$ cat src/tests/program.hex
// One 32-bit RV32I instruction word per line, word 0 at address 0x00
00500093
34009073
30002173
00000463
00100193
3411D073
00200213
0140006F
00300293
3002A073
00400313
FD5FF06F
00500393
FFF08093
FE0094E3
00000013

$ cat src/hw/rv_fe_pkg.sv
// Shared sizes, instruction views and bus payloads for the RV32I front end
// Imported by every front end block and by the testbench
package rv_fe_pkg;

  //////////////////////////////
  // Sizes
  //////////////////////////////

  // Data and address width
  localparam int XLEN = 32;
  // First fetch address after reset
  localparam logic [XLEN-1:0] PC_INIT = 32'h0000_0000;
  // Program image depth in words
  localparam int ROM_WORDS = 16;
  localparam int ROM_AW    = $clog2(ROM_WORDS);

  //////////////////////////////
  // Encodings
  //////////////////////////////

  // Major opcodes the pre-decoder cares about
  localparam logic [6:0] OPC_BRANCH = 7'b1100011;
  localparam logic [6:0] OPC_JAL    = 7'b1101111;
  localparam logic [6:0] OPC_SYSTEM = 7'b1110011;

  // CSR access forms under OPC_SYSTEM
  localparam logic [2:0] F3_CSRRW  = 3'b001;
  localparam logic [2:0] F3_CSRRS  = 3'b010;
  localparam logic [2:0] F3_CSRRC  = 3'b011;
  localparam logic [2:0] F3_CSRRWI = 3'b101;
  localparam logic [2:0] F3_CSRRSI = 3'b110;
  localparam logic [2:0] F3_CSRRCI = 3'b111;

  // addi x0,x0,0
  localparam logic [31:0] INSN_NOP = 32'h0000_0013;

  // AXI4-Lite codes used on the fetch port
  localparam logic [2:0] AXI_PROT_INSN   = 3'b100;
  localparam logic [1:0] AXI_RESP_OKAY   = 2'b00;
  localparam logic [1:0] AXI_RESP_SLVERR = 2'b10;

  //////////////////////////////
  // Instruction word
  //////////////////////////////

  typedef struct packed {
    logic [6:0] funct7;
    logic [4:0] rs2;
    logic [4:0] rs1;
    logic [2:0] funct3;
    logic [4:0] rd;
    logic [6:0] opcode;
  } insn_r_t;

  typedef struct packed {
    logic [11:0] imm;
    logic [4:0]  rs1;
    logic [2:0]  funct3;
    logic [4:0]  rd;
    logic [6:0]  opcode;
  } insn_i_t;

  // Branch offset is scattered around the register fields
  typedef struct packed {
    logic       imm12;
    logic [5:0] imm10_5;
    logic [4:0] rs2;
    logic [4:0] rs1;
    logic [2:0] funct3;
    logic [3:0] imm4_1;
    logic       imm11;
    logic [6:0] opcode;
  } insn_b_t;

  typedef struct packed {
    logic       imm20;
    logic [9:0] imm10_1;
    logic       imm11;
    logic [7:0] imm19_12;
    logic [4:0] rd;
    logic [6:0] opcode;
  } insn_j_t;

  typedef union packed {
    insn_r_t r;
    insn_i_t i;
    insn_b_t b;
    insn_j_t j;
  } insn_t;

  //////////////////////////////
  // Payloads
  //////////////////////////////

  // AXI4-Lite read address and read data
  typedef struct packed {
    logic [XLEN-1:0] addr;
    logic [2:0]      prot;
  } axil_ar_t;

  typedef struct packed {
    logic [XLEN-1:0] data;
    logic [1:0]      resp;
  } axil_r_t;

  // Fetched word paired with its address
  typedef struct packed {
    logic [XLEN-1:0] pc;
    insn_t           insn;
  } fetch_t;

  // Output stream toward decode
  typedef struct packed {
    logic [XLEN-1:0] pc;
    insn_t           insn;
    logic            taken;
    logic [11:0]     csr_addr;
  } pd_out_t;

endpackage

$ cat src/hw/pc_gen.sv
// Fetch address register for the front end
// Loads flush or redirect targets, otherwise steps one word per issued read
`timescale 1ns/10ps

module pc_gen
  import rv_fe_pkg::*;
(
  input  logic            clk_i,
  input  logic            rst_ni,
  input  logic            advance_i,
  input  logic            redirect_i,
  input  logic [XLEN-1:0] redirect_pc_i,
  input  logic            flush_i,
  input  logic [XLEN-1:0] flush_pc_i,
  output logic [XLEN-1:0] pc_o
);

  logic [XLEN-1:0] pc_q;

  //////////////////////////////
  // Address register
  //////////////////////////////

  // Flush beats redirect, redirect beats the sequential step
  always_ff @(posedge clk_i or negedge rst_ni) begin
    if (!rst_ni) begin
      pc_q <= {PC_INIT[XLEN-1:2], 2'b00};
    end else if (flush_i) begin
      pc_q <= {flush_pc_i[XLEN-1:2], 2'b00};
    end else if (redirect_i) begin
      pc_q <= {redirect_pc_i[XLEN-1:2], 2'b00};
    end else if (advance_i) begin
      // Word aligned step
      pc_q <= pc_q + XLEN'(4);
    end
  end

  assign pc_o = pc_q;

  // No compressed support so every fetch is word aligned
  pc_aligned_a: assert property (
    @(posedge clk_i) disable iff (!rst_ni)
    pc_o[1:0] == 2'b00
  );

endmodule

$ cat src/hw/fetch_fsm.sv
// AXI4-Lite read master for instruction fetch
// One read in flight, response paired with its address and handed to the pre-decoder
`timescale 1ns/10ps

module fetch_fsm
  import rv_fe_pkg::*;
(
  input  logic            clk_i,
  input  logic            rst_ni,
  input  logic [XLEN-1:0] pc_i,
  output logic            advance_o,
  input  logic            flush_i,
  input  logic            redirect_i,
  output logic            ar_valid_o,
  output axil_ar_t        ar_o,
  input  logic            ar_ready_i,
  input  logic            r_valid_i,
  input  axil_r_t         r_i,
  output logic            r_ready_o,
  output logic            fetch_valid_o,
  output fetch_t          fetch_o,
  input  logic            pd_ready_i
);

  typedef enum logic [1:0] {IDLE, ADDR, DATA} state_e;

  state_e          state_q, state_d;
  logic            drop_q, drop_d;
  logic [XLEN-1:0] addr_q;
  logic            kill;
  logic            ar_hs;
  logic            r_hs;

  // Any change of flow makes the read in flight stale
  assign kill = flush_i | redirect_i;

  //////////////////////////////
  // Bus side
  //////////////////////////////

  // Address comes straight from the generator
  assign ar_valid_o = (state_q == ADDR);
  assign ar_o.addr  = pc_i;
  assign ar_o.prot  = AXI_PROT_INSN;
  assign ar_hs      = ar_valid_o & ar_ready_i;
  assign advance_o  = ar_hs;

  // Stale words are swallowed without waiting on the pre-decoder
  assign r_ready_o = (state_q == DATA) & (drop_q | pd_ready_i);
  assign r_hs      = r_valid_i & r_ready_o;

  // Error responses turn into a NOP
  assign fetch_valid_o = (state_q == DATA) & r_valid_i & ~drop_q;
  assign fetch_o.pc    = addr_q;
  assign fetch_o.insn  = (r_i.resp == AXI_RESP_OKAY) ? r_i.data : INSN_NOP;

  //////////////////////////////
  // State machine
  //////////////////////////////

  always_comb begin
    state_d = state_q;
    drop_d  = drop_q;
    unique case (state_q)
      // Gap cycle so a redirect lands before the next address
      IDLE: state_d = ADDR;
      ADDR: begin
        if (ar_hs) begin
          state_d = DATA;
          // Address went out on the same cycle as a flush
          drop_d  = kill;
        end
      end
      DATA: begin
        if (kill) begin
          drop_d = 1'b1;
        end
        if (r_hs) begin
          state_d = IDLE;
          drop_d  = 1'b0;
        end
      end
      default: state_d = IDLE;
    endcase
  end

  always_ff @(posedge clk_i or negedge rst_ni) begin
    if (!rst_ni) begin
      state_q <= IDLE;
      drop_q  <= 1'b0;
    end else begin
      state_q <= state_d;
      drop_q  <= drop_d;
    end
  end

  // Address of the read in flight
  always_ff @(posedge clk_i) begin
    if (ar_hs) begin
      addr_q <= pc_i;
    end
  end

  // AR payload holds until accepted unless a flush moves the pc
  ar_stable_a: assert property (
    @(posedge clk_i) disable iff (!rst_ni || flush_i)
    ar_valid_o && !ar_ready_i |=> ar_valid_o && $stable(ar_o)
  );

endmodule

$ cat src/hw/insn_rom.sv
// Read-only AXI4-Lite slave holding the program image
// Image comes from tests/program.hex, one response per accepted address
`timescale 1ns/10ps

module insn_rom
  import rv_fe_pkg::*;
(
  input  logic     clk_i,
  input  logic     rst_ni,
  input  logic     ar_valid_i,
  input  axil_ar_t ar_i,
  output logic     ar_ready_o,
  output logic     r_valid_o,
  output axil_r_t  r_o,
  input  logic     r_ready_i
);

  logic [XLEN-1:0]   mem [ROM_WORDS];
  logic [ROM_AW-1:0] idx;
  logic              in_range;
  logic              ar_hs;
  logic              r_valid_q;
  axil_r_t           r_q;

  //////////////////////////////
  // Image
  //////////////////////////////

  initial begin
    $readmemh("/design/src/tests/program.hex", mem);
  end

  // Word index and upper bits beyond the image
  assign idx      = ar_i.addr[ROM_AW+1:2];
  assign in_range = ~|ar_i.addr[XLEN-1:ROM_AW+2];

  //////////////////////////////
  // Read channel
  //////////////////////////////

  // No new address while a response is pending
  assign ar_ready_o = ~r_valid_q;
  assign ar_hs      = ar_valid_i & ar_ready_o;

  always_ff @(posedge clk_i or negedge rst_ni) begin
    if (!rst_ni) begin
      r_valid_q <= 1'b0;
    end else if (ar_hs) begin
      r_valid_q <= 1'b1;
    end else if (r_ready_i) begin
      r_valid_q <= 1'b0;
    end
  end

  // Out of range reads get SLVERR and a NOP
  always_ff @(posedge clk_i) begin
    if (ar_hs) begin
      r_q.data <= in_range ? mem[idx] : INSN_NOP;
      r_q.resp <= in_range ? AXI_RESP_OKAY : AXI_RESP_SLVERR;
    end
  end

  assign r_valid_o = r_valid_q;
  assign r_o       = r_q;

endmodule

$ cat src/hw/pre_decoder.sv
// Registered pre-decode stage between fetch and decode
// Predicts JAL and backward branches taken and holds the slot after a CSR write
`timescale 1ns/10ps

module pre_decoder
  import rv_fe_pkg::*;
(
  input  logic            clk_i,
  input  logic            rst_ni,
  input  logic            fetch_valid_i,
  input  fetch_t          fetch_i,
  output logic            pd_ready_o,
  input  logic            flush_i,
  output logic            redirect_o,
  output logic [XLEN-1:0] redirect_pc_o,
  output logic            pd_valid_o,
  output pd_out_t         pd_o,
  input  logic            id_ready_i
);

  insn_t           insn;
  logic [XLEN-1:0] ext_j;
  logic [XLEN-1:0] ext_b;
  logic [XLEN-1:0] target;
  logic            is_jal;
  logic            is_branch;
  logic            taken;
  logic            csr_wr;
  logic            accept;
  logic            pd_valid_q;
  logic            redirect_q;
  logic            csr_hold_q;
  logic [XLEN-1:0] redirect_pc_q;
  pd_out_t         pd_q;

  assign insn = fetch_i.insn;

  //////////////////////////////
  // Static prediction
  //////////////////////////////

  // Rebuild offsets from the scattered immediate bits
  assign ext_j = {{(XLEN-20){insn.j.imm20}}, insn.j.imm19_12, insn.j.imm11,
                  insn.j.imm10_1, 1'b0};
  assign ext_b = {{(XLEN-12){insn.b.imm12}}, insn.b.imm11, insn.b.imm10_5,
                  insn.b.imm4_1, 1'b0};

  assign is_jal    = (insn.r.opcode == OPC_JAL);
  assign is_branch = (insn.r.opcode == OPC_BRANCH);

  // Backward branch means negative offset
  assign taken  = is_jal | (is_branch & ext_b[XLEN-1]);
  assign target = fetch_i.pc + (is_jal ? ext_j : ext_b);

  //////////////////////////////
  // CSR write detect
  //////////////////////////////

  // Set and clear forms with a zero source only read the CSR
  always_comb begin
    csr_wr = 1'b0;
    if (insn.i.opcode == OPC_SYSTEM) begin
      case (insn.i.funct3)
        F3_CSRRW, F3_CSRRWI: csr_wr = 1'b1;
        F3_CSRRS, F3_CSRRC,
        F3_CSRRSI, F3_CSRRCI: csr_wr = |insn.i.rs1;
        default: csr_wr = 1'b0;
      endcase
    end
  end

  //////////////////////////////
  // Pipeline register
  //////////////////////////////

  // Room when empty or draining, never in the slot after a CSR write
  assign pd_ready_o = ~csr_hold_q & (~pd_valid_q | id_ready_i);
  assign accept     = fetch_valid_i & pd_ready_o & ~flush_i;

  always_ff @(posedge clk_i or negedge rst_ni) begin
    if (!rst_ni) begin
      pd_valid_q <= 1'b0;
      redirect_q <= 1'b0;
      csr_hold_q <= 1'b0;
    end else if (flush_i) begin
      pd_valid_q <= 1'b0;
      redirect_q <= 1'b0;
      csr_hold_q <= 1'b0;
    end else begin
      if (accept) begin
        pd_valid_q <= 1'b1;
      end else if (id_ready_i) begin
        pd_valid_q <= 1'b0;
      end
      // One strobe per instruction, on its first output cycle
      redirect_q <= accept & taken;
      csr_hold_q <= accept & csr_wr;
    end
  end

  always_ff @(posedge clk_i) begin
    if (accept) begin
      pd_q.pc       <= fetch_i.pc;
      pd_q.insn     <= insn;
      pd_q.taken    <= taken;
      // CSR number sits in the I immediate
      pd_q.csr_addr <= insn.i.imm;
      redirect_pc_q <= target;
    end
  end

  assign pd_valid_o    = pd_valid_q;
  assign pd_o          = pd_q;
  assign redirect_o    = redirect_q;
  assign redirect_pc_o = redirect_pc_q;

  // Redirect only for a live taken output
  redirect_valid_a: assert property (
    @(posedge clk_i) disable iff (!rst_ni)
    redirect_o |-> pd_valid_o && pd_o.taken
  );

  // Output holds under back-pressure
  pd_hold_a: assert property (
    @(posedge clk_i) disable iff (!rst_ni || flush_i)
    pd_valid_o && !id_ready_i |=> pd_valid_o && $stable(pd_o)
  );

endmodule

$ cat src/hw/rv_frontend.sv
// Front end top level for the RV32I core
// Address generator, fetch master, program ROM and pre-decoder in one block
`timescale 1ns/10ps

module rv_frontend
  import rv_fe_pkg::*;
(
  input  logic            clk_i,
  input  logic            rst_ni,
  input  logic            flush_i,
  input  logic [XLEN-1:0] flush_pc_i,
  output logic            pd_valid_o,
  output pd_out_t         pd_o,
  input  logic            id_ready_i
);

  // Address generation
  logic [XLEN-1:0] pc;
  logic            advance;
  logic            redirect;
  logic [XLEN-1:0] redirect_pc;

  // Fetch port
  logic            ar_valid;
  axil_ar_t        ar;
  logic            ar_ready;
  logic            r_valid;
  axil_r_t         r;
  logic            r_ready;

  // Fetch to pre-decode
  logic            fetch_valid;
  fetch_t          fetch;
  logic            pd_ready;

  pc_gen u_pc_gen (
    .clk_i         (clk_i),
    .rst_ni        (rst_ni),
    .advance_i     (advance),
    .redirect_i    (redirect),
    .redirect_pc_i (redirect_pc),
    .flush_i       (flush_i),
    .flush_pc_i    (flush_pc_i),
    .pc_o          (pc)
  );

  fetch_fsm u_fetch_fsm (
    .clk_i         (clk_i),
    .rst_ni        (rst_ni),
    .pc_i          (pc),
    .advance_o     (advance),
    .flush_i       (flush_i),
    .redirect_i    (redirect),
    .ar_valid_o    (ar_valid),
    .ar_o          (ar),
    .ar_ready_i    (ar_ready),
    .r_valid_i     (r_valid),
    .r_i           (r),
    .r_ready_o     (r_ready),
    .fetch_valid_o (fetch_valid),
    .fetch_o       (fetch),
    .pd_ready_i    (pd_ready)
  );

  insn_rom u_insn_rom (
    .clk_i      (clk_i),
    .rst_ni     (rst_ni),
    .ar_valid_i (ar_valid),
    .ar_i       (ar),
    .ar_ready_o (ar_ready),
    .r_valid_o  (r_valid),
    .r_o        (r),
    .r_ready_i  (r_ready)
  );

  pre_decoder u_pre_decoder (
    .clk_i         (clk_i),
    .rst_ni        (rst_ni),
    .fetch_valid_i (fetch_valid),
    .fetch_i       (fetch),
    .pd_ready_o    (pd_ready),
    .flush_i       (flush_i),
    .redirect_o    (redirect),
    .redirect_pc_o (redirect_pc),
    .pd_valid_o    (pd_valid_o),
    .pd_o          (pd_o),
    .id_ready_i    (id_ready_i)
  );

endmodule

$ cat config.mk
export PLATFORM = sky130hd
export DESIGN_NAME = rv_frontend
export DESIGN_NICKNAME = d
export VERILOG_FILES = /design/src/hw/rv_fe_pkg.sv /design/src/hw/pc_gen.sv /design/src/hw/fetch_fsm.sv /design/src/hw/insn_rom.sv /design/src/hw/pre_decoder.sv /design/src/hw/rv_frontend.sv
export SDC_FILE = /design/constraint.sdc
export NUM_CORES = 1
export LEC_CHECK = 0
export ABC_AREA = 1
export BUFFER_PORTS_ARGS = -buffer_cell sky130_fd_sc_hd__buf_2
export CORE_MARGIN = 4
export CORE_UTILIZATION = 35
export DETAILED_ROUTE_END_ITERATION = 8
export GPL_ROUTABILITY_DRIVEN = 0
export HOLD_SLACK_MARGIN = 0.12
export PLACE_DENSITY = 0.54
export REMOVE_ABC_BUFFERS = 1
export SLEW_MARGIN = 25
export SYNTH_ARGS = -nofsm -noshare
export SYNTH_HDL_FRONTEND = slang
export SYNTH_HIERARCHICAL = 1
export SYNTH_SLANG_ARGS = --single-unit
$ cat constraint.sdc
create_clock -name clk_i -period 4.8 [get_ports clk_i]
set_clock_uncertainty 0.1 [all_clocks]
set_input_delay 0.72 -clock clk_i [delete_from_list [all_inputs] [get_ports clk_i]]
set_output_delay 0.72 -clock clk_i [all_outputs]
set_load 0.005 [all_outputs]
=== Yosys cells after proc, flatten, opt, wreduce, memory -nomap -nowiden ===
Cells that the tools add are included.

* Register bits after elaboration: 214
* Input port bits: 36
* Output and inout bits: 78
* Logic and storage cells: 85

* Add/subtract/negate cells: 2
* Equality and inequality tests: 14
* Mux-type cells: 22
* Bitwise logic cells: 20
* Reduce and logical (&&, ||, !) cells: 12

{| class="wikitable"
|+ Operators with widths
! kind !! number
|-
| $mux 32 || 4
|-
| $add 32x3->32 const B || 1
|-
| $add 32x32->32 || 1
|-
| $reduce_or 26->1 || 1
|-
| $eq 7x7->1 const B || 3
|-
| $mux 20 || 1
|-
| $and 1x1->1 || 11
|-
| $mux 1 || 11
|-
| $eq 3x3->1 const B || 3
|-
| $eq 3x2->1 const B || 2
|-
| $mux 2 || 3
|-
| $pmux 2 s3 || 1
|-
| $reduce_bool 3->1 || 2
|-
| $not 1->1 || 5
|-
| $reduce_or 5->1 || 1
|-
| $logic_not 2->1 || 2
|-
| $or 1x1->1 || 4
|-
| $pmux 1 s2 || 2
|-
| $reduce_bool 2->1 || 2
|-
| $reduce_or 4->1 || 1
|-
| $eq 3x1->1 const B || 1
|-
| $ne 3x1->1 const B || 1
|-
| $reduce_and 3->1 || 1
|-
| $eq 2x1->1 const B || 1
|-
| other kinds (5) || 5
|}

=== Longest topological paths before layout ===
Gate-level depths: netlist of run 1.

* Depth in word-level cells: 8
* Gate-level depth with buffers: 25

=== Hierarchy ===
The synthesis of run 1 kept the hierarchy.

{| class="wikitable"
|+ By module, submodules not included
! module !! instances !! cells an instance !! area each (um^2) !! seq. area each (um^2)
|-
| pre_decoder || 1 || 651 || 5644.2 || 2957.8
|-
| pc_gen || 1 || 414 || 2586.2 || 750.7
|-
| fetch_fsm || 1 || 175 || 1756.7 || 1036.0
|-
| insn_rom || 1 || 64 || 415.4 || 55.1
|}

=== Worst setup path after synthesis of run 1 ===
OpenSTA, ideal clock, no wires.

* Path type: register to register
* Start: register u_fetch_fsm.state_q[0]
* End: register u_pre_decoder.pd_q (netlist bit u_pre_decoder/pd_o[12]), enable pin
* Setup time: 0.450 ns
* Data arrival time: 2.870 ns
* Required time: 4.250 ns
* Slack: 1.381 ns
* Stages on the path, launching flop included: 9
* Buffers on the path: 0
* Clock period less this slack: 3.419 ns
* Cells stage by stage: dfrtp_1 -> inv_1 -> ha_1 -> nand2_1 -> nor2_1 -> inv_1 -> nor2_1 -> nand2_1 -> inv_1

* Longest elaborated chain between the ends: 5

{| class="wikitable"
|+ RTL lines
! element !! RTL line !! RTL
|-
| from (decl) || fetch_fsm.sv:27 || <nowiki>state_e state_q, state_d;</nowiki>
|-
| from (signal assigned) || fetch_fsm.sv:92 || <nowiki>state_q <= state_d;</nowiki>
|-
| $eq 2x2->1 || fetch_fsm.sv:53 || <nowiki>assign fetch_valid_o = (state_q == DATA) & r_valid_i & ~drop_q;</nowiki>
|-
| $and 1x1->1 (2 in series) || fetch_fsm.sv:53 ||
|-
| via fetch_valid || rv_frontend.sv:32 || <nowiki>logic fetch_valid;</nowiki>
|-
| $and 1x1->1 (2 in series) || pre_decoder.sv:78 || <nowiki>assign accept = fetch_valid_i & pd_ready_o & ~flush_i;</nowiki>
|-
| via u_pre_decoder.accept || pre_decoder.sv:29 || <nowiki>logic accept;</nowiki>
|-
| to (decl) || pre_decoder.sv:34 || <nowiki>pd_out_t pd_q;</nowiki>
|}

The timed path passes the listed nets, and every way through them passes these cells.
A chain may end at the register's enable or synchronous reset.

=== Worst setup path after layout of run 1 ===
* Start: register u_fetch_fsm.state_q[0]
* End: register u_pre_decoder.pd_q (netlist bit u_pre_decoder/pd_o[62]), enable pin

The elaborated chain is that of the path after synthesis.

==> results of run 1 <==
-- area by class of cell --
type                    instances  area, um2  share of cell area, %
clock inverters                15        175                   1.53
clock buffers                  17        425                   3.72
multi-input cells             866       4210                   36.9
repair buffers                118        611                   5.34
inverters                     200        753                   6.59
flip-flops and latches        165       4770                   41.7
well taps                     384        480                   4.20
-- sequential cells by signal, summed over array words and instances, names as in the netlist --
name                         flops
u_pre_decoder/redirect_o         1
u_pre_decoder/pd_o              64
u_insn_rom/r_o                   1
u_pc_gen/pc_o                   30
u_fetch_fsm/state_q              2
u_fetch_fsm/addr_q              32
u_pre_decoder/csr_hold_q         1
u_insn_rom/r_valid_o             1
u_pre_decoder/redirect_pc_o     31
u_fetch_fsm/drop_q               1
u_pre_decoder/pd_valid_o         1
-- stage by stage --
| step | utilization [%] | cells |
|---|---|---|
| finish | 39.6 | 1765 |
| global route | 39.6 | 1765 |
| CTS | 39.6 | 1765 |
| detailed placement | 37.5 | 1733 |
| global placement | 37.5 | 1733 |
| floorplan | - | 1231 |
-- metal layers --
layer  up-vias  track usage, %  routed length (um)
li1       4113               -                   -
met1      3693            23.7               13000
met2       219            26.0               11800
met3        20            2.49                1360
met4         2            3.26                 296
met5         -               0                  13
-- power by group through the flow --
stage | Clock (uW) | Combinational (uW) | Sequential [uW]
after floorplan | 0 | 233 | 1630
after global placement | 0 | 301 | 1650
after detailed placement | 0 | 301 | 1650
after CTS | 1440 | 306 | 1620
after global routing | 1520 | 378 | 1620
final | 1410 | 328 | 1620
-- worst register-to-register path, stage by stage, from the launching register on --
cell and delay, ps:
dfrtp_1 420, inv_1 90, ha_1 190, nand2_1 80, nor2_1 90, inv_1 40, nor2_1 80, nand2_1 200
inv_4 630, buf_4 430
-- worst max path at each step --
stage / end / cells after the start
6_report: u_pre_decoder/pd_o[62] / 9
4_1_cts: u_pre_decoder/pd_o[62] / 9
3_3_place_gp: u_pre_decoder/pd_o[50] / 5
5_1_grt: u_pre_decoder/pd_o[62] / 9
2_1_floorplan: u_pre_decoder/pd_o[12] / 8
3_5_place_dp: u_pre_decoder/pd_o[55] / 5
==> summary.txt, run 1 <==
R2r startpoint - u_fetch_fsm/state_q[0]
RSZ-0062 raised after global routing - false
Mapped Area - 10300 um2
Diode count - 0
Relative slew slack - 8.95%
Placed Area - 10800 um2
Vias in the first global route - 7722
FMAX - 0.374 GHz
Initial antenna violation count - 2
Root buffer cell - clkbuf_16
VDD IR max - 231 uV
Syn_area_per_cell - 7.97 um2
Via count - 8047
Row cnt - 62
DP Wirelength - 19900 um
DR iter-0 viols - 605
1st-pass router iterations - 5
Worst setup SP type - flip-flop
CTS sink cnt - 165
Class of the worst hold path - input port to async pin
Cell Int Power - 2430 uW
Most frequent cells in the layout - 386 x nand2_1, 191 x inv_1, 172 x nor2_1, 128 x edfxtp_1, 110 x buf_2
Worst slew pin tran - 1360 ps
Post-CTS Resized - 0
Total Wirelength - 26400 um
Fillers - 2998
Pleak - 0.00548 uW
Vias per cell - 4.56
Gate power share - 9.8%
Final setup fails - 0
Status - completed
Setup TNS - 0 ps
First-pass GRT wire length - 41800 um
P&R area growth vs syn - 11.1%
Clock Tree Buf Depth - 2
Num ports - 114
Fin. max-slew vios - 0
CP max stage delay - 630 ps
Commonest non-fill, non-tap cell in the layout - nand2_1
CTS tree - built
Worst Path Buf+Inv - 4
R2r worst-path depth - 9
Design area - 11400 um2
Part of the power in registers - 48.2%
R2R Setup Slk - 2130 ps
Min Tclk post-route - 2670 ps
Critical path, cell by cell - inv_1 -> ha_1 -> nand2_1 -> nor2_1 -> inv_1 -> nor2_1 -> nand2_1 -> inv_4 -> buf_4
Hold Slack - 172 ps
WL per Instance - 15.0 um
CP startpoint - u_fetch_fsm/state_q[0]
FF-to-FF End - u_pre_decoder/pd_o[62]
Fin worst setup slack - 2130 ps
Max FO, Critical Path - 64
Nets - 1443
Worst skew pair latency - 430 ps
PortBufs - 111
Final period util - 55.7%
Clock Power Share - 42.0%
Post-CTS setup buffer count - 0
GRT Util Overall - 16.3%
Tot Pwr - 3350 uW
Kind of critical path - flip-flop to flip-flop
Max-cap violations - 0
Switching power - 923 uW
Setup WS pre-CTS - 2000 ps
CTS Hold Bufs - 0
Req. time, crit path - 4810 ps
Die width - 179 um
Gate Count Post-Synth - 1291
Critical path's slowest cell - inv_4
CP delay by family, top - buffers and inverters
CP endpoint kind - flip-flop
Die area - 32200 um2
Final ANT Viol Nets - 0
Sw Ratio - 27.5%
DRC violations left - 0
Share of cells above drive strength 1 - 13.9%
Initial Utilization - 35.7%
Synth warn - 6
Final Hold Vio Count - 0
Arrival time worst endpoint - 2680 ps
Total CTS buffers - 17
Die height - 179 um
Pin count of the biggest net entering global routing - 65
GRT overflow - 0
Clk slew on worst S/H paths - 80 ps
H-tree Lvls - 4
Core Area - 28900 um2
PwrDens - 293 nW/um2
(Power assumes the default switching activity.)
==> run 2, diff against run 1 <==
- ABC_AREA: 1 -> 0
- PLACE_DENSITY: 0.54 -> 0.57
- clock period: 4.8 -> 2.34 ns (I/O delays scaled with it)
==> summary.txt, run 2 <==
Diode count - 0 (unchanged)
Num ports - 114 (unchanged)
R2r worst-path depth - 9 (unchanged)
Initial Utilization - 35.7% (+0.039 points)
R2r startpoint - u_fetch_fsm/state_q[1]
Post-CTS setup buffer count - 0 (unchanged)
Critical path's slowest cell - dlygate4sd3_1
Synth warn - 6 (unchanged)
Clk slew on worst S/H paths - 70 ps (about the same)
FMAX - 0.477 GHz
Pin count of the biggest net entering global routing - 72 (+11%)
RSZ-0062 raised after global routing - false
CP delay by family, top - buffers and inverters
Total CTS buffers - 17 (unchanged)
Initial antenna violation count - 0 (-2)
Commonest non-fill, non-tap cell in the layout - edfxtp_1
PortBufs - 111 (unchanged)
Mapped Area - 9010 um2 (-12%)
Hold Slack - 320 ps (+149 ps)
Critical path, cell by cell - dlygate4sd3_1 -> buf_2 -> nand2b_1 -> nor2b_1 -> nand3b_1 -> clkinv_2 -> buf_12
CP max stage delay - 520 ps (-110 ps)
Placed Area - 9710 um2 (-10%)
Hold Path Depth - 0
Die area - 28400 um2 (-12%)
PwrDens - 650 nW/um2 (+120%)
Worst hold start - u_fetch_fsm/addr_q[0]
Req. time, crit path - 2330 ps (-2480 ps)
Final ANT Viol Nets - 0 (unchanged)
Max FO, Critical Path - 71 (+11%)
Arrival time worst endpoint - 2080 ps (-600 ps)
1st-pass router iterations - 5 (unchanged)
Max reg flops - 64 (unchanged)
Most frequent cells in the layout - 128 x edfxtp_1, 111 x buf_2, 62 x nand2_1, 54 x a21oi_1, 38 x ha_1
Syn_area_per_cell - 11.6 um2 (+46%)
Total Wirelength - 20900 um (-21%)
Met2 usage in global routing - 23.2% (-2.8 points)
WL per Instance - 16.9 um (+12%)
Design area - 10700 um2 (-6.7%)
Fillers - 2442 (-19%)
Vias in the first global route - 6079 (-21%)
VDD IR max - 621 uV (+170%)
Core Area - 25300 um2 (-12%)
Class of the worst hold path - flip-flop to flip-flop
Die height - 168 um (-6.1%)
GRT overflow - 0 (unchanged)
Post-Place Cells - 1175 (-32%)
Worst setup SP type - input port
Gate Count Post-Synth - 774 (-40%)
Root buffer cell - clkbuf_16
Row cnt - 58 (-6.5%)
Fin. max-slew vios - 0 (unchanged)
R2R Setup Slk - 290 ps (-1840 ps)
Met1 Usage GRT - 21.7% (-2.0 points)
Min Tclk post-route - 2100 ps
FF-to-FF End - u_pc_gen/pc_o[6]
P&R area growth vs syn - 18.3%
Clock Tree Buf Depth - 2 (unchanged)
H-tree Lvls - 4 (unchanged)
Final period util - 89.6%
Relative slew slack - 47.5% (+39 points)
Final Hold Vio Count - 0 (unchanged)
GRT Util Overall - 15.0% (-1.3 points)
Max-cap violations - 0 (unchanged)
Met3 usage - 2.22% (-0.27 points)
Final setup fails - 0 (unchanged)
CP endpoint kind - flip-flop
CTS sink cnt - 165 (unchanged)
Kind of critical path - input port to flip-flop
Die width - 168 um (-6.1%)
Nets - 971 (-33%)
First-pass GRT wire length - 33600 um (-20%)
Final Non-Filler Cells - 1239 (-30%)
CTS tree - built
DRC violations left - 0 (unchanged)
Pleak - 0.00420 uW (-23%)
Hold path endpoint - u_pre_decoder/redirect_pc_o[0]
DR iter-0 viols - 513 (-15%)
Vias per cell - 4.89 (+7.3%)
Worst slew pin tran - 784 ps (-576 ps)
Worst skew pair latency - 440 ps (about the same)
Share of cells above drive strength 1 - 22.4% (+8.5 points)
Top Usage Layer GRT - met2
Worst Path Buf+Inv - 4 (unchanged)
Via count - 6060 (-25%)
Status - completed
DP Wirelength - 15200 um (-24%)
## run 2: repair_timing
item | 4_1_cts | 5_1_grt
hold buffers | 32 | 0
hold endpoints to repair | 47 | 0
endpoints found under the setup margin | 0 | 0
gates resized for setup | 0 | 0
## run 2: power breakdown
group	internal [uW]	switching, uW	leakage [uW]
combinational	293	339	0.00232
sequential	3210	70.5	0.00157
clock	1740	1280	0.000307
## run 2: worst max path at each step
stage               cells after the start                      to              startpoint  slack [ps]
floorplan                               6  u_pre_decoder/pd_o[12]  u_fetch_fsm/state_q[0]       -1010
global placement                        7  u_pre_decoder/pd_o[76]  u_fetch_fsm/state_q[0]         320
detailed placement                      7  u_pre_decoder/pd_o[70]  u_fetch_fsm/state_q[0]         280
CTS                                     7  u_pre_decoder/pd_o[67]              id_ready_i         250
global route                            9        u_pc_gen/pc_o[6]  u_fetch_fsm/state_q[1]          80
finish                                  7  u_pre_decoder/pd_o[67]              id_ready_i         240
## run 2: cell type report
cell class	instances	area, um2	share of cell area (%)
Inverter	14	53.8	0.505
Sequential cell	165	4770	44.8
Timing Repair Buffer	169	1120	10.5
Tap cell	330	413	3.87
Clock buffer	17	425	3.99
Multi-Input combinational cell	529	3670	34.4
Clock inverter	15	208	1.95
## run 2: metal layers
| metal | vias up | routed length, um |
|---|---|---|
| li1 | 3004 | - |
| met3 | 20 | 926 |
| met2 | 155 | 9520 |
| met1 | 2881 | 10100 |
| met5 | - | 0 |
| met4 | 0 | 310 |
## run 2: through the flow
step / setup WS [ps] / utilization [%] / setup TNS [ps] / total power, uW
finish: 243 / 42.2 / 0 / 6930
floorplan: -1010 / - / -127020 / 3710
detailed placement: 277 / 38.4 / 0 / 3900
global placement: 318 / 38.4 / 0 / 3890
global route: 80.8 / 42.2 / 0 / 7230
CTS: 245 / 42.2 / 0 / 6970
